File: config.mk
export PLATFORM = sky130hd
export DESIGN_NAME = mioc_top
export DESIGN_NICKNAME = d
export VERILOG_FILES = /design/src/hdl/mioc_bus_pkg.sv /design/src/hdl/mioc_map_pkg.sv /design/src/hdl/map_config_reg.sv /design/src/hdl/memory_decode.sv /design/src/hdl/dram_cycle_ctrl.sv /design/src/hdl/mioc_top.sv
export SDC_FILE = /design/constraint.sdc
export NUM_CORES = 1
export LEC_CHECK = 0
export BUFFER_PORTS_ARGS = -buffer_cell sky130_fd_sc_hd__buf_2
export CELL_PAD_IN_SITES_DETAIL_PLACEMENT = 0
export CELL_PAD_IN_SITES_GLOBAL_PLACEMENT = 1
export CORE_UTILIZATION = 30
export DETAILED_ROUTE_END_ITERATION = 8
export HOLD_SLACK_MARGIN = 0.05
export PLACE_DENSITY_LB_ADDON = 0.1
export SYNTH_ARGS = -nofsm -noshare
export SYNTH_HDL_FRONTEND = slang
export SYNTH_SLANG_ARGS = --single-unit
File: constraint.sdc
create_clock -name b_phi -period 1.3 [get_ports b_phi]
set_clock_uncertainty 0.05 [all_clocks]
set_input_delay 0.325 -clock b_phi [delete_from_list [all_inputs] [get_ports b_phi]]
set_output_delay 0.325 -clock b_phi [all_outputs]
set_load 0.05 [all_outputs]
File: src/hdl/mioc_bus_pkg.sv
// z80 bus types
`default_nettype none

package mioc_bus_pkg;

   // address lines that reach the chip, msb first
   typedef struct packed {
      logic a15;   // selects lower or upper 32k half
      logic a14;
      logic a13;
      logic a7;    // row bit of ra7, port select msb
      logic a6;    // port select lsb
   } z80_addr_t;

   // buffered z80 strobes, all active low
   typedef struct packed {
      logic mreq_n;   // memory request
      logic iorq_n;   // i/o request
      logic rd_n;     // read strobe
      logic wr_n;     // write strobe
      logic rfsh_n;   // refresh phase of m1
   } z80_ctl_t;

   // i/o port number as seen on a7:a6
   typedef logic [1:0] port_sel_t;

   // kind of bus cycle a test drives
   typedef enum logic [1:0] {
      acc_none    = 2'd0,   // bus idle
      acc_read    = 2'd1,   // memory read
      acc_write   = 2'd2,   // memory write
      acc_refresh = 2'd3    // refresh cycle, ras only
   } access_kind_e;

   // port number carried by an address
   function automatic port_sel_t port_of(input z80_addr_t addr);
      return {addr.a7, addr.a6};
   endfunction

   // true for an i/o write strobe, any port
   function automatic logic io_write(input z80_ctl_t ctl);
      return !ctl.iorq_n && !ctl.wr_n;
   endfunction

endpackage

`default_nettype wire

File: src/hdl/mioc_map_pkg.sv
// memory map types
`default_nettype none

package mioc_map_pkg;

   // lower 32k targets, code from bd[1:0]
   typedef enum logic [1:0] {
      low_boot_rom = 2'd0,   // os rom, power-up default
      low_ram_int  = 2'd1,   // on-board dram
      low_ram_exp  = 2'd2,   // expansion dram bank
      low_cart     = 2'd3    // cartridge slot
   } lower_map_e;

   // upper 32k targets, code from bd[3:2]
   typedef enum logic [1:0] {
      up_ram_int = 2'd0,   // on-board dram
      up_ram_exp = 2'd1,   // expansion dram bank
      up_aux_rom = 2'd2,   // slot 2 rom
      up_cart    = 2'd3    // cartridge slot
   } upper_map_e;

   // config register layout, matches bd[3:0]
   typedef struct packed {
      upper_map_e upper_sel;   // bd[3:2]
      lower_map_e lower_sel;   // bd[1:0]
   } map_cfg_t;

   // chip selects, rom side active low, ram side active high
   typedef struct packed {
      logic boot_rom_n;   // boot rom enable
      logic aux_rom_n;    // aux rom enable
      logic cart_n;       // cartridge buffer enable
      logic ram_int;      // internal dram bank hit
      logic ram_exp;      // expansion dram bank hit
   } chip_sel_t;

   // nothing selected
   localparam chip_sel_t SEL_NONE = '{
      boot_rom_n: 1'b1,
      aux_rom_n:  1'b1,
      cart_n:     1'b1,
      ram_int:    1'b0,
      ram_exp:    1'b0
   };

   // every select folded to active high, one bit each
   function automatic logic [4:0] sel_active(input chip_sel_t sel);
      return {~sel.boot_rom_n, ~sel.aux_rom_n, ~sel.cart_n, sel.ram_int, sel.ram_exp};
   endfunction

endpackage

`default_nettype wire

File: src/hdl/map_config_reg.sv
// memory map config register
`timescale 1ns/1ns
`default_nettype none

module map_config_reg #(
   parameter mioc_bus_pkg::port_sel_t MAP_PORT  = 2'b01,   // port that takes the map write
   parameter mioc_map_pkg::map_cfg_t  CFG_RESET = '0       // map after reset or reset switch
) (
   input  wire logic                    b_phi,     // z80 clock
   input  wire logic                    arst_n,    // power-on reset
   input  wire logic                    pbrst_n,   // reset switch, sampled
   input  wire mioc_bus_pkg::z80_addr_t addr,      // port number on a7:a6
   input  wire mioc_bus_pkg::z80_ctl_t  ctl,       // iorq_n, wr_n used
   input  wire logic [3:0]              bd,        // data nibble of the write
   output mioc_map_pkg::map_cfg_t       cfg        // current memory map
);

   logic port_wr;   // i/o write hitting our port

   // decode of the port write, no latency
   assign port_wr = mioc_bus_pkg::io_write(ctl)
                    && (mioc_bus_pkg::port_of(addr) == MAP_PORT);

   // reset switch wins over a write in the same cycle
   always_ff @(posedge b_phi or negedge arst_n) begin
      if (!arst_n) begin
         cfg <= CFG_RESET;
      end else if (!pbrst_n) begin
         cfg <= CFG_RESET;                           // switch pressed
      end else if (port_wr) begin
         cfg <= mioc_map_pkg::map_cfg_t'(bd);        // upper in bd[3:2], lower in bd[1:0]
      end
   end

   // the map only moves after a port write or the reset switch
   a_cfg_cause: assert property (
      @(posedge b_phi) disable iff (!arst_n)
      (!$past(port_wr) && $past(pbrst_n)) |-> $stable(cfg)
   ) else $error("map config changed with no port write and no reset switch");

endmodule

`default_nettype wire

File: src/hdl/memory_decode.sv
// memory chip select decode
`timescale 1ns/1ns
`default_nettype none

module memory_decode (
   input  wire mioc_bus_pkg::z80_addr_t addr,   // a15 picks the half
   input  wire mioc_bus_pkg::z80_ctl_t  ctl,    // mreq_n and rfsh_n qualify
   input  wire mioc_map_pkg::map_cfg_t  cfg,    // current memory map
   output mioc_map_pkg::chip_sel_t      sel     // one select at most
);

   logic mem_cycle;   // real memory cycle, not refresh

   assign mem_cycle = !ctl.mreq_n && ctl.rfsh_n;   // refresh address is not decoded

   always_comb begin
      sel = mioc_map_pkg::SEL_NONE;   // nothing unless a memory cycle
      if (mem_cycle) begin
         if (!addr.a15) begin
            // lower half, 0000-7fff
            case (cfg.lower_sel)
               mioc_map_pkg::low_boot_rom: begin
                  sel.boot_rom_n = 1'b0;
               end
               mioc_map_pkg::low_ram_int: begin
                  sel.ram_int = 1'b1;
               end
               mioc_map_pkg::low_ram_exp: begin
                  sel.ram_exp = 1'b1;
               end
               mioc_map_pkg::low_cart: begin
                  sel.cart_n = 1'b0;
               end
               default: begin
                  sel = mioc_map_pkg::SEL_NONE;
               end
            endcase
         end else begin
            // upper half, 8000-ffff
            case (cfg.upper_sel)
               mioc_map_pkg::up_ram_int: begin
                  sel.ram_int = 1'b1;
               end
               mioc_map_pkg::up_ram_exp: begin
                  sel.ram_exp = 1'b1;
               end
               mioc_map_pkg::up_aux_rom: begin
                  sel.aux_rom_n = 1'b0;
               end
               mioc_map_pkg::up_cart: begin
                  sel.cart_n = 1'b0;
               end
               default: begin
                  sel = mioc_map_pkg::SEL_NONE;
               end
            endcase
         end
      end
   end

   // selects drive separate chips, two at once would fight on the data bus
   always_comb begin
      a_one_sel: assert ($onehot0(mioc_map_pkg::sel_active(sel)))
         else $error("more than one chip select active: %b",
                     mioc_map_pkg::sel_active(sel));
   end

endmodule

`default_nettype wire

File: src/hdl/dram_cycle_ctrl.sv
// dram cycle sequencer
`timescale 1ns/1ns
`default_nettype none

module dram_cycle_ctrl (
   input  wire logic                    b_phi,    // z80 clock
   input  wire logic                    arst_n,   // power-on reset
   input  wire mioc_bus_pkg::z80_addr_t addr,     // a7 row bit, a15 column bit
   input  wire mioc_bus_pkg::z80_ctl_t  ctl,      // mreq_n, rd_n, wr_n, rfsh_n
   input  wire mioc_map_pkg::chip_sel_t sel,      // ram bank hit from decode
   output logic                         ras_n,    // row strobe
   output logic                         mux,      // 0 row address, 1 column address
   output logic                         cas1_n,   // column strobe, internal bank
   output logic                         cas2_n,   // column strobe, expansion bank
   output logic                         ra7       // multiplexed dram address msb
);

   typedef enum logic [2:0] {
      st_idle      = 3'd0,   // waiting for mreq_n
      st_row       = 3'd1,   // address settles, ras next
      st_col       = 3'd2,   // ras low, mux next
      st_hold      = 3'd3,   // cas and hold until mreq_n rises
      st_precharge = 3'd4    // ras high for one cycle
   } dram_state_e;

   dram_state_e state;         // sequencer state
   logic        start;         // begin a dram cycle this edge
   logic        ram_hit;       // decode picked a dram bank
   logic        rw_strobe;     // read or write active
   logic        refresh_q;     // cycle in flight is a refresh
   logic        bank_exp_q;    // cycle in flight targets expansion bank

   assign ram_hit   = sel.ram_int || sel.ram_exp;
   assign rw_strobe = !ctl.rd_n || !ctl.wr_n;
   assign start     = !ctl.mreq_n && (!ctl.rfsh_n || (rw_strobe && ram_hit));

   always_ff @(posedge b_phi or negedge arst_n) begin
      if (!arst_n) begin
         state      <= st_idle;
         ras_n      <= 1'b1;
         mux        <= 1'b0;
         cas1_n     <= 1'b1;
         cas2_n     <= 1'b1;
         refresh_q  <= 1'b0;
         bank_exp_q <= 1'b0;
      end else begin
         case (state)
            st_idle: begin
               if (start) begin
                  state      <= st_row;
                  refresh_q  <= !ctl.rfsh_n;   // ras only refresh
                  bank_exp_q <= sel.ram_exp;   // bank fixed for the whole cycle
               end
            end
            st_row: begin
               state <= st_col;
               ras_n <= 1'b0;                  // start edge + 1
            end
            st_col: begin
               state <= st_hold;
               mux   <= 1'b1;                  // start edge + 2, column address out
            end
            st_hold: begin
               if (ctl.mreq_n) begin
                  state  <= st_precharge;      // bus released, drop everything
                  ras_n  <= 1'b1;
                  mux    <= 1'b0;
                  cas1_n <= 1'b1;
                  cas2_n <= 1'b1;
               end else if (!refresh_q) begin
                  cas1_n <= bank_exp_q;        // start edge + 3, held while in hold
                  cas2_n <= !bank_exp_q;
               end
            end
            st_precharge: begin
               state <= st_idle;
            end
            default: begin
               state <= st_idle;
            end
         endcase
      end
   end

   // row bit while mux low, column bit while mux high
   assign ra7 = mux ? addr.a15 : addr.a7;

   // column strobe only inside an open row
   a_cas_in_ras: assert property (
      @(posedge b_phi) disable iff (!arst_n)
      (!cas1_n || !cas2_n) |-> (!ras_n && $past(!ras_n))
   ) else $error("cas low without ras held low");

   // one bank at a time
   a_cas_excl: assert property (
      @(posedge b_phi) disable iff (!arst_n)
      !(!cas1_n && !cas2_n)
   ) else $error("cas1_n and cas2_n low together");

endmodule

`default_nettype wire

File: src/hdl/mioc_top.sv
// memory and i/o controller
`timescale 1ns/1ns
`default_nettype none

module mioc_top #(
   parameter mioc_bus_pkg::port_sel_t MAP_PORT  = 2'b01,   // map register port on a7:a6
   parameter mioc_map_pkg::map_cfg_t  CFG_RESET = '0       // boot rom low, internal ram high
) (
   input  wire logic       b_phi,         // z80 clock
   input  wire logic       arst_n,        // power-on reset
   input  wire logic       pbrst_n,       // reset switch
   input  wire logic       ba15,          // address 15
   input  wire logic       ba14,          // address 14
   input  wire logic       ba13,          // address 13
   input  wire logic       ba7,           // address 7
   input  wire logic       ba6,           // address 6
   input  wire logic [3:0] bd,            // data bus low nibble
   input  wire logic       bmreq_n,       // buffered memory request
   input  wire logic       iorq_n,        // i/o request
   input  wire logic       brd_n,         // buffered read
   input  wire logic       bwr_n,         // buffered write
   input  wire logic       brfsh_n,       // buffered refresh
   output logic            ras_n,         // dram row strobe
   output logic            mux,           // dram address mux
   output logic            cas1_n,        // dram column strobe, internal
   output logic            cas2_n,        // dram column strobe, expansion
   output logic            ra7,           // dram address msb
   output logic            bootromcs_n,   // boot rom select
   output logic            auxromcs_n,    // aux rom select
   output logic            en245_n        // cartridge buffer enable
);

   mioc_bus_pkg::z80_addr_t addr;   // address pins as one word
   mioc_bus_pkg::z80_ctl_t  ctl;    // strobe pins as one word
   mioc_map_pkg::map_cfg_t  cfg;    // memory map from the port write
   mioc_map_pkg::chip_sel_t sel;    // decoded selects

   assign addr = '{a15: ba15, a14: ba14, a13: ba13, a7: ba7, a6: ba6};
   assign ctl  = '{mreq_n: bmreq_n, iorq_n: iorq_n, rd_n: brd_n, wr_n: bwr_n,
                   rfsh_n: brfsh_n};

   map_config_reg #(
      .MAP_PORT  (MAP_PORT),
      .CFG_RESET (CFG_RESET)
   ) i_map_config_reg (
      .b_phi   (b_phi),
      .arst_n  (arst_n),
      .pbrst_n (pbrst_n),
      .addr    (addr),
      .ctl     (ctl),
      .bd      (bd),
      .cfg     (cfg)
   );

   memory_decode i_memory_decode (
      .addr (addr),
      .ctl  (ctl),
      .cfg  (cfg),
      .sel  (sel)
   );

   dram_cycle_ctrl i_dram_cycle_ctrl (
      .b_phi  (b_phi),
      .arst_n (arst_n),
      .addr   (addr),
      .ctl    (ctl),
      .sel    (sel),
      .ras_n  (ras_n),
      .mux    (mux),
      .cas1_n (cas1_n),
      .cas2_n (cas2_n),
      .ra7    (ra7)
   );

   // rom and cartridge selects go straight to their pins
   assign bootromcs_n = sel.boot_rom_n;
   assign auxromcs_n  = sel.aux_rom_n;
   assign en245_n     = sel.cart_n;   // cartridge data buffer

endmodule

`default_nettype wire

==> results.json, run 1 <==
{
  "chipWidth_um": 51.7,
  "failed_checks": "setup timing",
  "worst_ir_drop_vdd_mv": 1.21,
  "cp.required_ns": 0.93,
  "core_area_um2": 2280,
  "ctsHtreeMaxLevel": 1,
  "synth-async-reset-ratio_pct": 100,
  "nets": 126,
  "initial_core_util_pct": 32.5,
  "detailedRoute.firstIterationViolations": 5,
  "antenna_left": 0,
  "register_bit_count_reported_by_yosys": 13,
  "chipHeight_um": 51.7,
  "share_of_the_clock_period_used_by_the_worst_path_pct": 118,
  "maximum_number_of_pins_on_one_net_before_global_route_repair": 14,
  "clk_path_buf_depth": 2,
  "synth.top_cell.area_share_pct": 33.8,
  "root_buffer": "sky130_fd_sc_hd__clkbuf_4",
  "ys_top_cells_by_area": "sky130_fd_sc_hd__dfrtp_1 34%, sky130_fd_sc_hd__dfstp_2 11%, sky130_fd_sc_hd__mux2i_1 6.8%, sky130_fd_sc_hd__nor2b_1 4.2%, sky130_fd_sc_hd__o21ai_0 3.4%",
  "antenna_found_initial": 0,
  "cts_sinks": 13,
  "post-synth-top-count-cell": "sky130_fd_sc_hd__dfrtp_1",
  "synth.lib_cells_used.distinct": 34,
  "synthesis.area_per_instance_um2": 10.7,
  "post-route-min-period_ns": 1.54,
  "utilization_pct": 49.5,
  "leakage_uw": 0.000514,
  "worstPathMaxFanout": 2,
  "syn_to_final_growth_pct": 52.2,
  "yosysSeqAreaShare_pct": 44.4,
  "core.rowCount": 17,
  "report.final.slew_viol_count": 0,
  "grt_first_pass_wirelength_um": 2890,
  "grt_setup_unrepaired": "yes",
  "timing.critical_path.to_type": "primary output",
  "n_antenna_cell": 0,
  "synthDominantAreaCellType": "sky130_fd_sc_hd__dfrtp_1",
  "synthCells": 69,
  "cp_data_arrival_time_ns": 1.16,
  "postRouteWirelength_um": 1730,
  "timing.hold.worst_path_depth": 2,
  "share_of_final_layout_standard_cells_stronger_than_drive_strength_1_pct": 50.9,
  "regToRegStartpoint": "i_map_config_reg.cfg[1]",
  "max_clk_rate_ghz": 0.651,
  "global_route.usage.total_pct": 14.9,
  "place.gp.congestion": 0.691,
  "avgRoutedWirePerCell_um": 12.7,
  "timing.max_slew.rel_slack_pct": 78.4,
  "synth-edff-count": 0,
  "worst_slew_pin_slew_ns": 0.323,
  "port-buffer-count": 22,
  "timing.critical_path.from_type": "flip-flop",
  "timing.reg2reg.worst_path_depth": 4,
  "criticalPathCategory": "reg2out",
  "synth.cells.most_frequent": "10 x sky130_fd_sc_hd__dfrtp_1, 5 x sky130_fd_sc_hd__mux2i_1, 5 x sky130_fd_sc_hd__nor2b_1, 5 x sky130_fd_sc_hd__o21ai_0, 4 x sky130_fd_sc_hd__inv_1",
  "yosysWarningCount": 0,
  "powerDensity_nw_per_um2": 1740,
  "design_power_total_uw": 1960,
  "synth.net_count": 86,
  "grt_pass1_vias": 667,
  "setup_violations": 9,
  "cts-buffers-inserted": 3,
  "hold_removal_path_class": "in2reg",
  "ff2ff_setup_slack_ns": -0.04,
  "tritoncts": "built",
  "pin_count": 25,
  "filler_cell_count": 227,
  "clock_insertion_delay_at_the_later_pin_of_the_skew_report_ns": 0.27,
  "ys.flop_type": "sky130_fd_sc_hd__dfrtp_1",
  "max-cap-violations": 0,
  "hold_end": "i_map_config_reg.cfg[2]",
  "result_of_the_run": "complete, but fails checks",
  "detailedRoute.firstPassIterationCount": 3,
  "min_from": "pbrst_n",
  "clkTransAtPathRegs_ns": 0.08,
  "drcViolationCount": 0,
  "global_route.overflow_total": 0,
  "hpwlAfterDp_um": 1240,
  "mean_number_of_vias_per_cell": 4.77,
  "synthesis.area_um2": 741,
  "r2r-end": "i_dram_cycle_ctrl.bank_exp_q",
  "finalWorstSetupSlack_ns": -0.236,
  "floorplan.die_area_um2": 2670,
  "via_count": 649,
  "timing_hold_violations_final": 0
}
==> routing by layer <==
metal / part of all wire (%) / global-route usage (%) / up-vias
li1: - / - / 329
met4: 0.93 / 5.41 / 0
met2: 48 / 26.2 / 16
met1: 47 / 17.0 / 302
met5: 0 / 0 / -
met3: 3.6 / 4.39 / 2
==> power breakdown <==
| group | leakage (uW) | total [uW] | switching (uW) | internal, uW |
|---|---|---|---|---|
| clock | 0.0000150 | 256 | 137 | 119 |
| sequential | 0.000158 | 697 | 140 | 558 |
| combinational | 0.000340 | 1000 | 504 | 501 |
==> critical path: stages (launching register included) <==
cell and delay (ns):
sky130_fd_sc_hd__dfrtp_2 0.43, sky130_fd_sc_hd__mux2_4 0.31, sky130_fd_sc_hd__buf_6 0.15
==> cells by family after synthesis <==
kind of cell | Yosys count | synth area share [%]
multiplexers | 6 | 8.28
buffers and inverters | 7 | 5.24
AO/OA/AOI/OAI | 19 | 18.1
AND/OR/NAND/NOR | 23 | 22.8
XOR/XNOR | 1 | 1.18
flip-flops | 13 | 44.4
==> per-stage QoR <==
| stage | setup slack, ns | std cells | hold slack (ns) | area, um^2 | setup TNS (ns) |
|---|---|---|---|---|---|
| floorplan | -0.232 | 69 | -0.0206 | 749 | -0.319 |
| global placement | -0.120 | 124 | 0.186 | 927 | -0.293 |
| detailed placement | -0.131 | 124 | 0.186 | 927 | -0.321 |
| CTS | -0.239 | 137 | 0.249 | 1090 | -0.997 |
| global route | -0.285 | 136 | 0.250 | 1130 | -1.56 |
| finish | -0.236 | 136 | 0.248 | 1130 | -0.963 |
==> state kept, by name, indices dropped and copies added (netlist names) <==
register	flops
i_dram_cycle_ctrl.state	3
i_dram_cycle_ctrl.bank_exp_q	1
i_dram_cycle_ctrl.cas2_n	1
i_dram_cycle_ctrl.mux	1
i_dram_cycle_ctrl.refresh_q	1
i_dram_cycle_ctrl.ras_n	1
i_dram_cycle_ctrl.cas1_n	1
i_map_config_reg.cfg	4
==> repair_timing <==
item	4_1_cts	5_1_grt
hold endpoints to repair	10	0
endpoints found under the setup margin	8	12
setup buffers	8	0
pin swaps	3	4
gates resized for setup	23	9
hold buffers	1	0
==> placed cells by master (no fill, tap or decap), drive strengths merged, types with 2 or more instances in the layout <==
cell and instances:
buf 37, clkbuf 4, o21ai 5, nor2 2
inv 4, mux2i 5, nor2b 5, dfstp 3
nand3 3, and3b 2, a31oi 3, o22a 2
dfrtp 10, nand2 3
==> how the worst max path moves through the flow <==
stage | startpoint | to | cells after the start | slack, ns
after floorplan | bmreq_n | auxromcs_n | 3 | -0.23
after global placement | bmreq_n | auxromcs_n | 4 | -0.12
after detailed placement | bmreq_n | auxromcs_n | 4 | -0.13
after CTS | i_dram_cycle_ctrl.mux | ra7 | 2 | -0.24
after global routing | i_map_config_reg.cfg[1] | en245_n | 4 | -0.28
final | i_dram_cycle_ctrl.mux | ra7 | 2 | -0.24
==> final cells by class <==
type	count	area, um^2	share of cell area [%]
multi-input combinational	49	410	36.4
clock buffer	4	26.3	2.33
sequential	13	332	29.4
tap	28	35.0	3.11
inverter	4	15.0	1.33
timing repair buffer	38	309	27.4
Note: power is estimated with default switching activity, not from simulation.
==> run 2, diff against run 1 <==
--- a/config.mk
+++ b/config.mk
@@ -6,12 +6,13 @@
 export NUM_CORES = 1
 export LEC_CHECK = 0
 export BUFFER_PORTS_ARGS = -buffer_cell sky130_fd_sc_hd__buf_2
-export CELL_PAD_IN_SITES_DETAIL_PLACEMENT = 0
+export CELL_PAD_IN_SITES_DETAIL_PLACEMENT = 1
 export CELL_PAD_IN_SITES_GLOBAL_PLACEMENT = 1
 export CORE_UTILIZATION = 30
 export DETAILED_ROUTE_END_ITERATION = 8
 export HOLD_SLACK_MARGIN = 0.05
 export PLACE_DENSITY_LB_ADDON = 0.1
+export SLEW_MARGIN = 20
 export SYNTH_ARGS = -nofsm -noshare
 export SYNTH_HDL_FRONTEND = slang
 export SYNTH_SLANG_ARGS = --single-unit
==> run 2 against run 1 <==
Compared with the run above:
- setup slack got worse by 0.0032 ns
- clock power hardly changed
- the run still ends with setup timing left
- routed wire length rose by 12%
- sequential power is 0.9% lower
- critical path type is now reg2reg
==> results.json, run 2 (synthesis gave the netlist of run 1 again) <==
{
  "max_clk_rate_ghz": 0.650,
  "via_count": 671,
  "hold_end": "i_map_config_reg.cfg[0]",
  "chipWidth_um": 51.7,
  "timing.reg2reg.worst_path_depth": 5,
  "worst_path_largest_cell_delay_ns": 0.43,
  "n_antenna_cell": 0,
  "clockPowerShare_pct": 13.4,
  "hold_removal_path_class": "in2reg",
  "share_of_final_layout_standard_cells_stronger_than_drive_strength_1_pct": 51.4,
  "syn_to_final_growth_pct": 51.5,
  "core_area_um2": 2280,
  "finalWorstSetupSlack_ns": -0.239,
  "design_power_total_uw": 1910,
  "multi_input_comb_area_um2": 417,
  "leakage_uw": 0.000516,
  "clk_path_buf_depth": 2,
  "timing.critical_path.from_type": "flip-flop",
  "mean_number_of_vias_per_cell": 4.90,
  "drcViolationCount": 0,
  "global_route.overflow_total": 0,
  "dpl_ws_ns": -0.128,
  "worstPathMaxFanout": 4,
  "flip_flop_count_of_the_largest_register_all_copies_and_words_added": 4,
  "hpwlAfterDp_um": 1330,
  "critPathMostFrequentCell": "sky130_fd_sc_hd__buf_4",
  "core.rowCount": 17,
  "power.share.sequential_pct": 36.1,
  "grt_pass1_vias": 715,
  "cp.required_ns": 1.44,
  "cp_data_arrival_time_ns": 1.68,
  "clkTransAtPathRegs_ns": 0.08,
  "grt_setup_unrepaired": "yes",
  "net-switching-power_uw": 784,
  "filler_cell_count": 266,
  "initial_core_util_pct": 32.5,
  "place.gp.congestion": 0.691,
  "post-route-min-period_ns": 1.54,
  "avgRoutedWirePerCell_um": 14.1,
  "tritoncts": "built",
  "grt_first_pass_wirelength_um": 3150,
  "port-buffer-count": 22,
  "final_cell_mix": "15 x sky130_fd_sc_hd__buf_2, 15 x sky130_fd_sc_hd__buf_4, 9 x sky130_fd_sc_hd__dfrtp_1",
  "postRouteWirelength_um": 1940,
  "power_report.internal_total_uw": 1130,
  "timing.hold.worst_path_depth": 2,
  "root_buffer": "sky130_fd_sc_hd__clkbuf_4",
  "share_of_the_clock_period_used_by_the_worst_path_pct": 118,
  "timing.critical_path.to_type": "flip-flop",
  "min_from": "pbrst_n",
  "max-cap-violations": 0,
  "r2r-end": "i_dram_cycle_ctrl.bank_exp_q",
  "global_route.usage.total_pct": 16.3,
  "clock_insertion_delay_at_the_later_pin_of_the_skew_report_ns": 0.28,
  "cts_sinks": 13,
  "powerDensity_nw_per_um2": 1710,
  "comb_power_share_pct": 50.5,
  "area_of_all_sequential_standard_cells_um2": 330,
  "worst_slew_pin_slew_ns": 0.312,
  "report.final.slew_viol_count": 0,
  "failed_checks": "setup timing",
  "detailedRoute.firstIterationViolations": 0,
  "ff2ff_setup_slack_ns": -0.24,
  "setup_violations": 11,
  "regToRegStartpoint": "i_map_config_reg.cfg[1]",
  "ctsHtreeMaxLevel": 1,
  "timing.max_slew.rel_slack_pct": 79.2,
  "timing_hold_violations_final": 0,
  "chipHeight_um": 51.7,
  "criticalPathCategory": "reg2reg",
  "antenna_left": 0,
  "worst_path_max_delay_cell": "sky130_fd_sc_hd__dfrtp_1",
  "biggest_register": "i_map_config_reg.cfg",
  "nets": 127,
  "ordered_list_of_cells_on_the_worst_path": "buf_4 -> buf_4 -> xor2_2 -> o211ai_1 -> mux2i_1",
  "result_of_the_run": "complete, but fails checks",
  "detailedRoute.firstPassIterationCount": 1,
  "floorplan.die_area_um2": 2670,
  "biggestRegsByFlops": "i_map_config_reg.cfg (4), i_dram_cycle_ctrl.state (3)",
  "swShare_pct": 40.9,
  "pin_count": 25,
  "maximum_number_of_pins_on_one_net_before_global_route_repair": 14,
  "antenna_found_initial": 0,
  "cts-buffers-inserted": 3,
  "worst_ir_drop_vdd_mv": 0.974,
  "utilization_pct": 49.3
}
==> run 2: cell types whose count changed in the layout (fill, tap and decap cells not counted) <==
cell,delta
sky130_fd_sc_hd__buf_2,+1
sky130_fd_sc_hd__buf_8,-1
sky130_fd_sc_hd__a2bb2oi_2,+1
sky130_fd_sc_hd__dfrtp_1,+1
sky130_fd_sc_hd__buf_6,-2
sky130_fd_sc_hd__dfrtp_2,-1
sky130_fd_sc_hd__a2bb2oi_1,-1
sky130_fd_sc_hd__buf_4,+3
==> run 2: layout make-up <==
class | count | area share (%)
Tap cell | 28 | 3.12
Clock buffer | 4 | 2.34
Timing Repair Buffer | 39 | 26.6
Inverter | 4 | 1.34
Sequential cell | 13 | 29.4
Multi-Input combinational cell | 49 | 37.1
==> run 2: metrics by stage <==
stage	area, um^2	std cells	hold slack (ns)	setup TNS, ns
after global routing	1120	137	0.244	-1.96
after floorplan	749	69	-0.0206	-0.319
after detailed placement	927	124	0.189	-0.312
final	1120	137	0.239	-1.40
after CTS	1080	136	0.239	-1.05
after global placement	927	124	0.186	-0.293
==> run 2: worst max-delay path by stage <==
stage	startpoint	end	slack [ns]	depth (start not counted)
after floorplan	bmreq_n	auxromcs_n	-0.23	3
after global placement	bmreq_n	auxromcs_n	-0.12	4
after detailed placement	bmreq_n	auxromcs_n	-0.13	4
after CTS	i_dram_cycle_ctrl.mux	ra7	-0.25	2
after global routing	i_map_config_reg.cfg[1]	i_dram_cycle_ctrl.bank_exp_q	-0.31	5
final	i_map_config_reg.cfg[1]	i_dram_cycle_ctrl.bank_exp_q	-0.24	5
==> run 2: power groups by stage <==
stage | Clock, uW | Combinational, uW | Sequential (uW)
2_1_floorplan | 0 | 403 | 853
3_3_place_gp | 0 | 748 | 681
3_5_place_dp | 0 | 763 | 687
4_1_cts | 274 | 907 | 691
5_1_grt | 292 | 1050 | 718
6_report | 256 | 967 | 691
==> run 2: timing repair <==
action | CTS | global route
buffers inserted | 7 | 1
setup endpoints to repair | 8 | 13
resized for setup | 21 | 6
hold endpoints to repair | 10 | 0
pin swaps | 3 | 2
hold buffers | 1 | 0
==> run 2: routing by layer <==
layer	GRT usage (%)	vias up	routed length [um]
met5	0	-	0
met4	4.05	0	6
met3	6.14	2	84
met2	31.0	17	1040
met1	16.6	317	808
li1	-	335	-
==> run 2: worst max-delay path: cells and delay by family (launching register included) <==
| family | cells | cell delay, ns |
|---|---|---|
| buffers and inverters | 2 | 0.29 |
| DFF | 1 | 0.43 |
| AOI/OAI and AO/OA | 1 | 0.26 |
| xor gates and xnor gates | 1 | 0.17 |
| muxes | 1 | 0.25 |
==> run 3, diff against run 2 <==
--- a/config.mk
+++ b/config.mk
@@ -5,9 +5,11 @@
 export SDC_FILE = /design/constraint.sdc
 export NUM_CORES = 1
 export LEC_CHECK = 0
+export ABC_CLOCK_PERIOD_IN_PS = 1300
 export BUFFER_PORTS_ARGS = -buffer_cell sky130_fd_sc_hd__buf_2
 export CELL_PAD_IN_SITES_DETAIL_PLACEMENT = 1
 export CELL_PAD_IN_SITES_GLOBAL_PLACEMENT = 1
+export CORE_ASPECT_RATIO = 1.1
 export CORE_UTILIZATION = 30
 export DETAILED_ROUTE_END_ITERATION = 8
 export HOLD_SLACK_MARGIN = 0.05
==> run 3 against run 2 <==
Compared with the run above:
- the run still ends with setup timing left
- hold slack improved by 0.012 ns
- combinational power rose by 9.6%
- routed wire length is 4.6% higher
- maximum frequency is 0.27% higher
- register-to-register slack improved by 0.17 ns
- die area about the same
- cell area is 4.2% higher
- sequential cell count unchanged
- cell count is 5.8% higher
- setup slack better by 0.0041 ns
- total power increased by 4.8%
- largest power group unchanged
==> results.json, run 3 (synthesis gave the netlist of run 1 again) <==
{
  "root_buffer": "sky130_fd_sc_hd__clkbuf_4",
  "grt_first_pass_wirelength_um": 3220,
  "detailedRoute.firstPassIterationCount": 4,
  "clockPowerShare_pct": 13.0,
  "chipWidth_um": 49.4,
  "clkTransAtPathRegs_ns": 0.09,
  "hold_end": "i_map_config_reg.cfg[2]",
  "cts-buffers-inserted": 3,
  "min_from": "pbrst_n",
  "timing.max_slew.rel_slack_pct": 78.8,
  "regToRegStartpoint": "i_map_config_reg.cfg[1]",
  "antenna_found_initial": 0,
  "max-cap-violations": 0,
  "drcViolationCount": 0,
  "core.rowCount": 18,
  "avgRoutedWirePerCell_um": 14.0,
  "worst_ir_drop_vdd_mv": 0.922,
  "post-route-min-period_ns": 1.54,
  "share_of_the_clock_period_used_by_the_worst_path_pct": 118,
  "biggestRegsByFlops": "i_map_config_reg.cfg (4), i_dram_cycle_ctrl.state (3)",
  "port-buffer-count": 22,
  "core_area_um2": 2300,
  "antenna_left": 0,
  "powerDensity_nw_per_um2": 1710,
  "comb_power_share_pct": 53.0,
  "share_of_final_layout_standard_cells_stronger_than_drive_strength_1_pct": 51.3,
  "place.gp.congestion": 0.723,
  "post_layout_nonfiller_instances": 145,
  "report.final.slew_viol_count": 0,
  "timing_hold_violations_final": 0,
  "final_cell_mix": "18 x sky130_fd_sc_hd__buf_4, 14 x sky130_fd_sc_hd__buf_2, 9 x sky130_fd_sc_hd__dfrtp_1",
  "power.share.sequential_pct": 34.0,
  "global_route.usage.total_pct": 16.7,
  "cts_sinks": 13,
  "hold_removal_path_class": "in2reg",
  "chipHeight_um": 54.1,
  "dpl_ws_ns": -0.120,
  "timing.critical_path.to_type": "primary output",
  "ctsHtreeMaxLevel": 1,
  "max_clk_rate_ghz": 0.651,
  "timing.hold.worst_path_depth": 2,
  "setup_violations": 11,
  "tritoncts": "built",
  "biggest_register": "i_map_config_reg.cfg",
  "failed_checks": "setup timing",
  "post-place-cells": 128,
  "finalWorstSetupSlack_ns": -0.235,
  "criticalPathCategory": "reg2out",
  "worst_slew_pin_slew_ns": 0.314,
  "clock_insertion_delay_at_the_later_pin_of_the_skew_report_ns": 0.28,
  "global_route.overflow_total": 0,
  "cp.required_ns": 0.93,
  "timing.critical_path.from_type": "flip-flop",
  "worstPathMaxFanout": 2,
  "cp_data_arrival_time_ns": 1.16,
  "maximum_number_of_pins_on_one_net_before_global_route_repair": 14,
  "via_count": 703,
  "hpwlAfterDp_um": 1380,
  "pin_count": 25,
  "floorplan.die_area_um2": 2670,
  "nets": 133,
  "clk_path_buf_depth": 2,
  "net-switching-power_uw": 802,
  "ff2ff_setup_slack_ns": -0.07,
  "power_report.internal_total_uw": 1200,
  "r2r-end": "i_dram_cycle_ctrl.bank_exp_q",
  "result_of_the_run": "complete, but fails checks",
  "detailedRoute.firstIterationViolations": 12,
  "grt_pass1_vias": 737,
  "initial_core_util_pct": 32.2,
  "timing.reg2reg.worst_path_depth": 4,
  "postRouteWirelength_um": 2030,
  "filler_cell_count": 258,
  "flip_flop_count_of_the_largest_register_all_copies_and_words_added": 4,
  "leakage_uw": 0.000548,
  "swShare_pct": 40.0,
  "mean_number_of_vias_per_cell": 4.85,
  "grt_setup_unrepaired": "yes",
  "layout_commonest_cell": "sky130_fd_sc_hd__buf_4",
  "syn_to_final_growth_pct": 57.9,
  "n_antenna_cell": 0
}
-- run 3: area by class of cell --
class                      count  area, um^2  area share, %
multi-input combinational     49         394           33.7
timing repair buffer          45         365           31.2
sequential                    13         330           28.2
tap                           30        37.5           3.21
clock buffer                   3        22.5           1.93
inverter                       4        15.0           1.28
clock inverter                 1        5.00          0.428
-- run 3: worst max path at each step --
stage / start / end / slack [ns]
after floorplan: bmreq_n / auxromcs_n / -0.23
after global placement: bmreq_n / auxromcs_n / -0.12
after detailed placement: bmreq_n / auxromcs_n / -0.12
after CTS: i_dram_cycle_ctrl.mux / ra7 / -0.24
after global routing: i_map_config_reg.cfg[0] / en245_n / -0.28
final: i_dram_cycle_ctrl.mux / ra7 / -0.24
-- run 3: worst max-delay path, stage by stage (launching register included) --
cell	delay, ns
sky130_fd_sc_hd__dfrtp_2	0.42
sky130_fd_sc_hd__mux2_4	0.30
sky130_fd_sc_hd__buf_6	0.15
-- run 3: per-stage QoR --
step	total power (uW)	TNS (ns)	utilization (%)	hold slack [ns]	instance area, um^2
after global routing	2130	-1.80	50.9	0.262	1170
after CTS	1960	-1.15	49.3	0.252	1130
after floorplan	1260	-0.319	-	-0.0206	749
after global placement	1470	-0.300	41.1	0.184	945
final	2010	-1.24	50.9	0.251	1170
after detailed placement	1490	-0.418	41.1	0.184	945
-- run 3: metal layers --
| metal | up-vias | routed length (um) | global-route usage (%) |
|---|---|---|---|
| li1 | 345 | - | - |
| met1 | 333 | 821 | 17.2 |
| met2 | 21 | 1080 | 32.0 |
| met3 | 4 | 93 | 4.52 |
| met4 | 0 | 28 | 7.62 |
| met5 | - | 0 | 0 |
-- run 3: repair_timing --
item / CTS / global route
pin swaps: 3 / 5
buffers inserted: 10 / 3
endpoints found under the setup margin: 8 / 12
endpoints found under the hold margin: 10 / 0
hold buffers: 1 / 0
gates resized for setup: 24 / 6
-- run 3: power by group through the flow --
stage,combinational [uW],sequential [uW],clock (uW)
final,1060,681,261
after floorplan,403,853,0
after CTS,1010,680,272
after detailed placement,813,681,0
after global placement,794,676,0
after global routing,1140,698,295
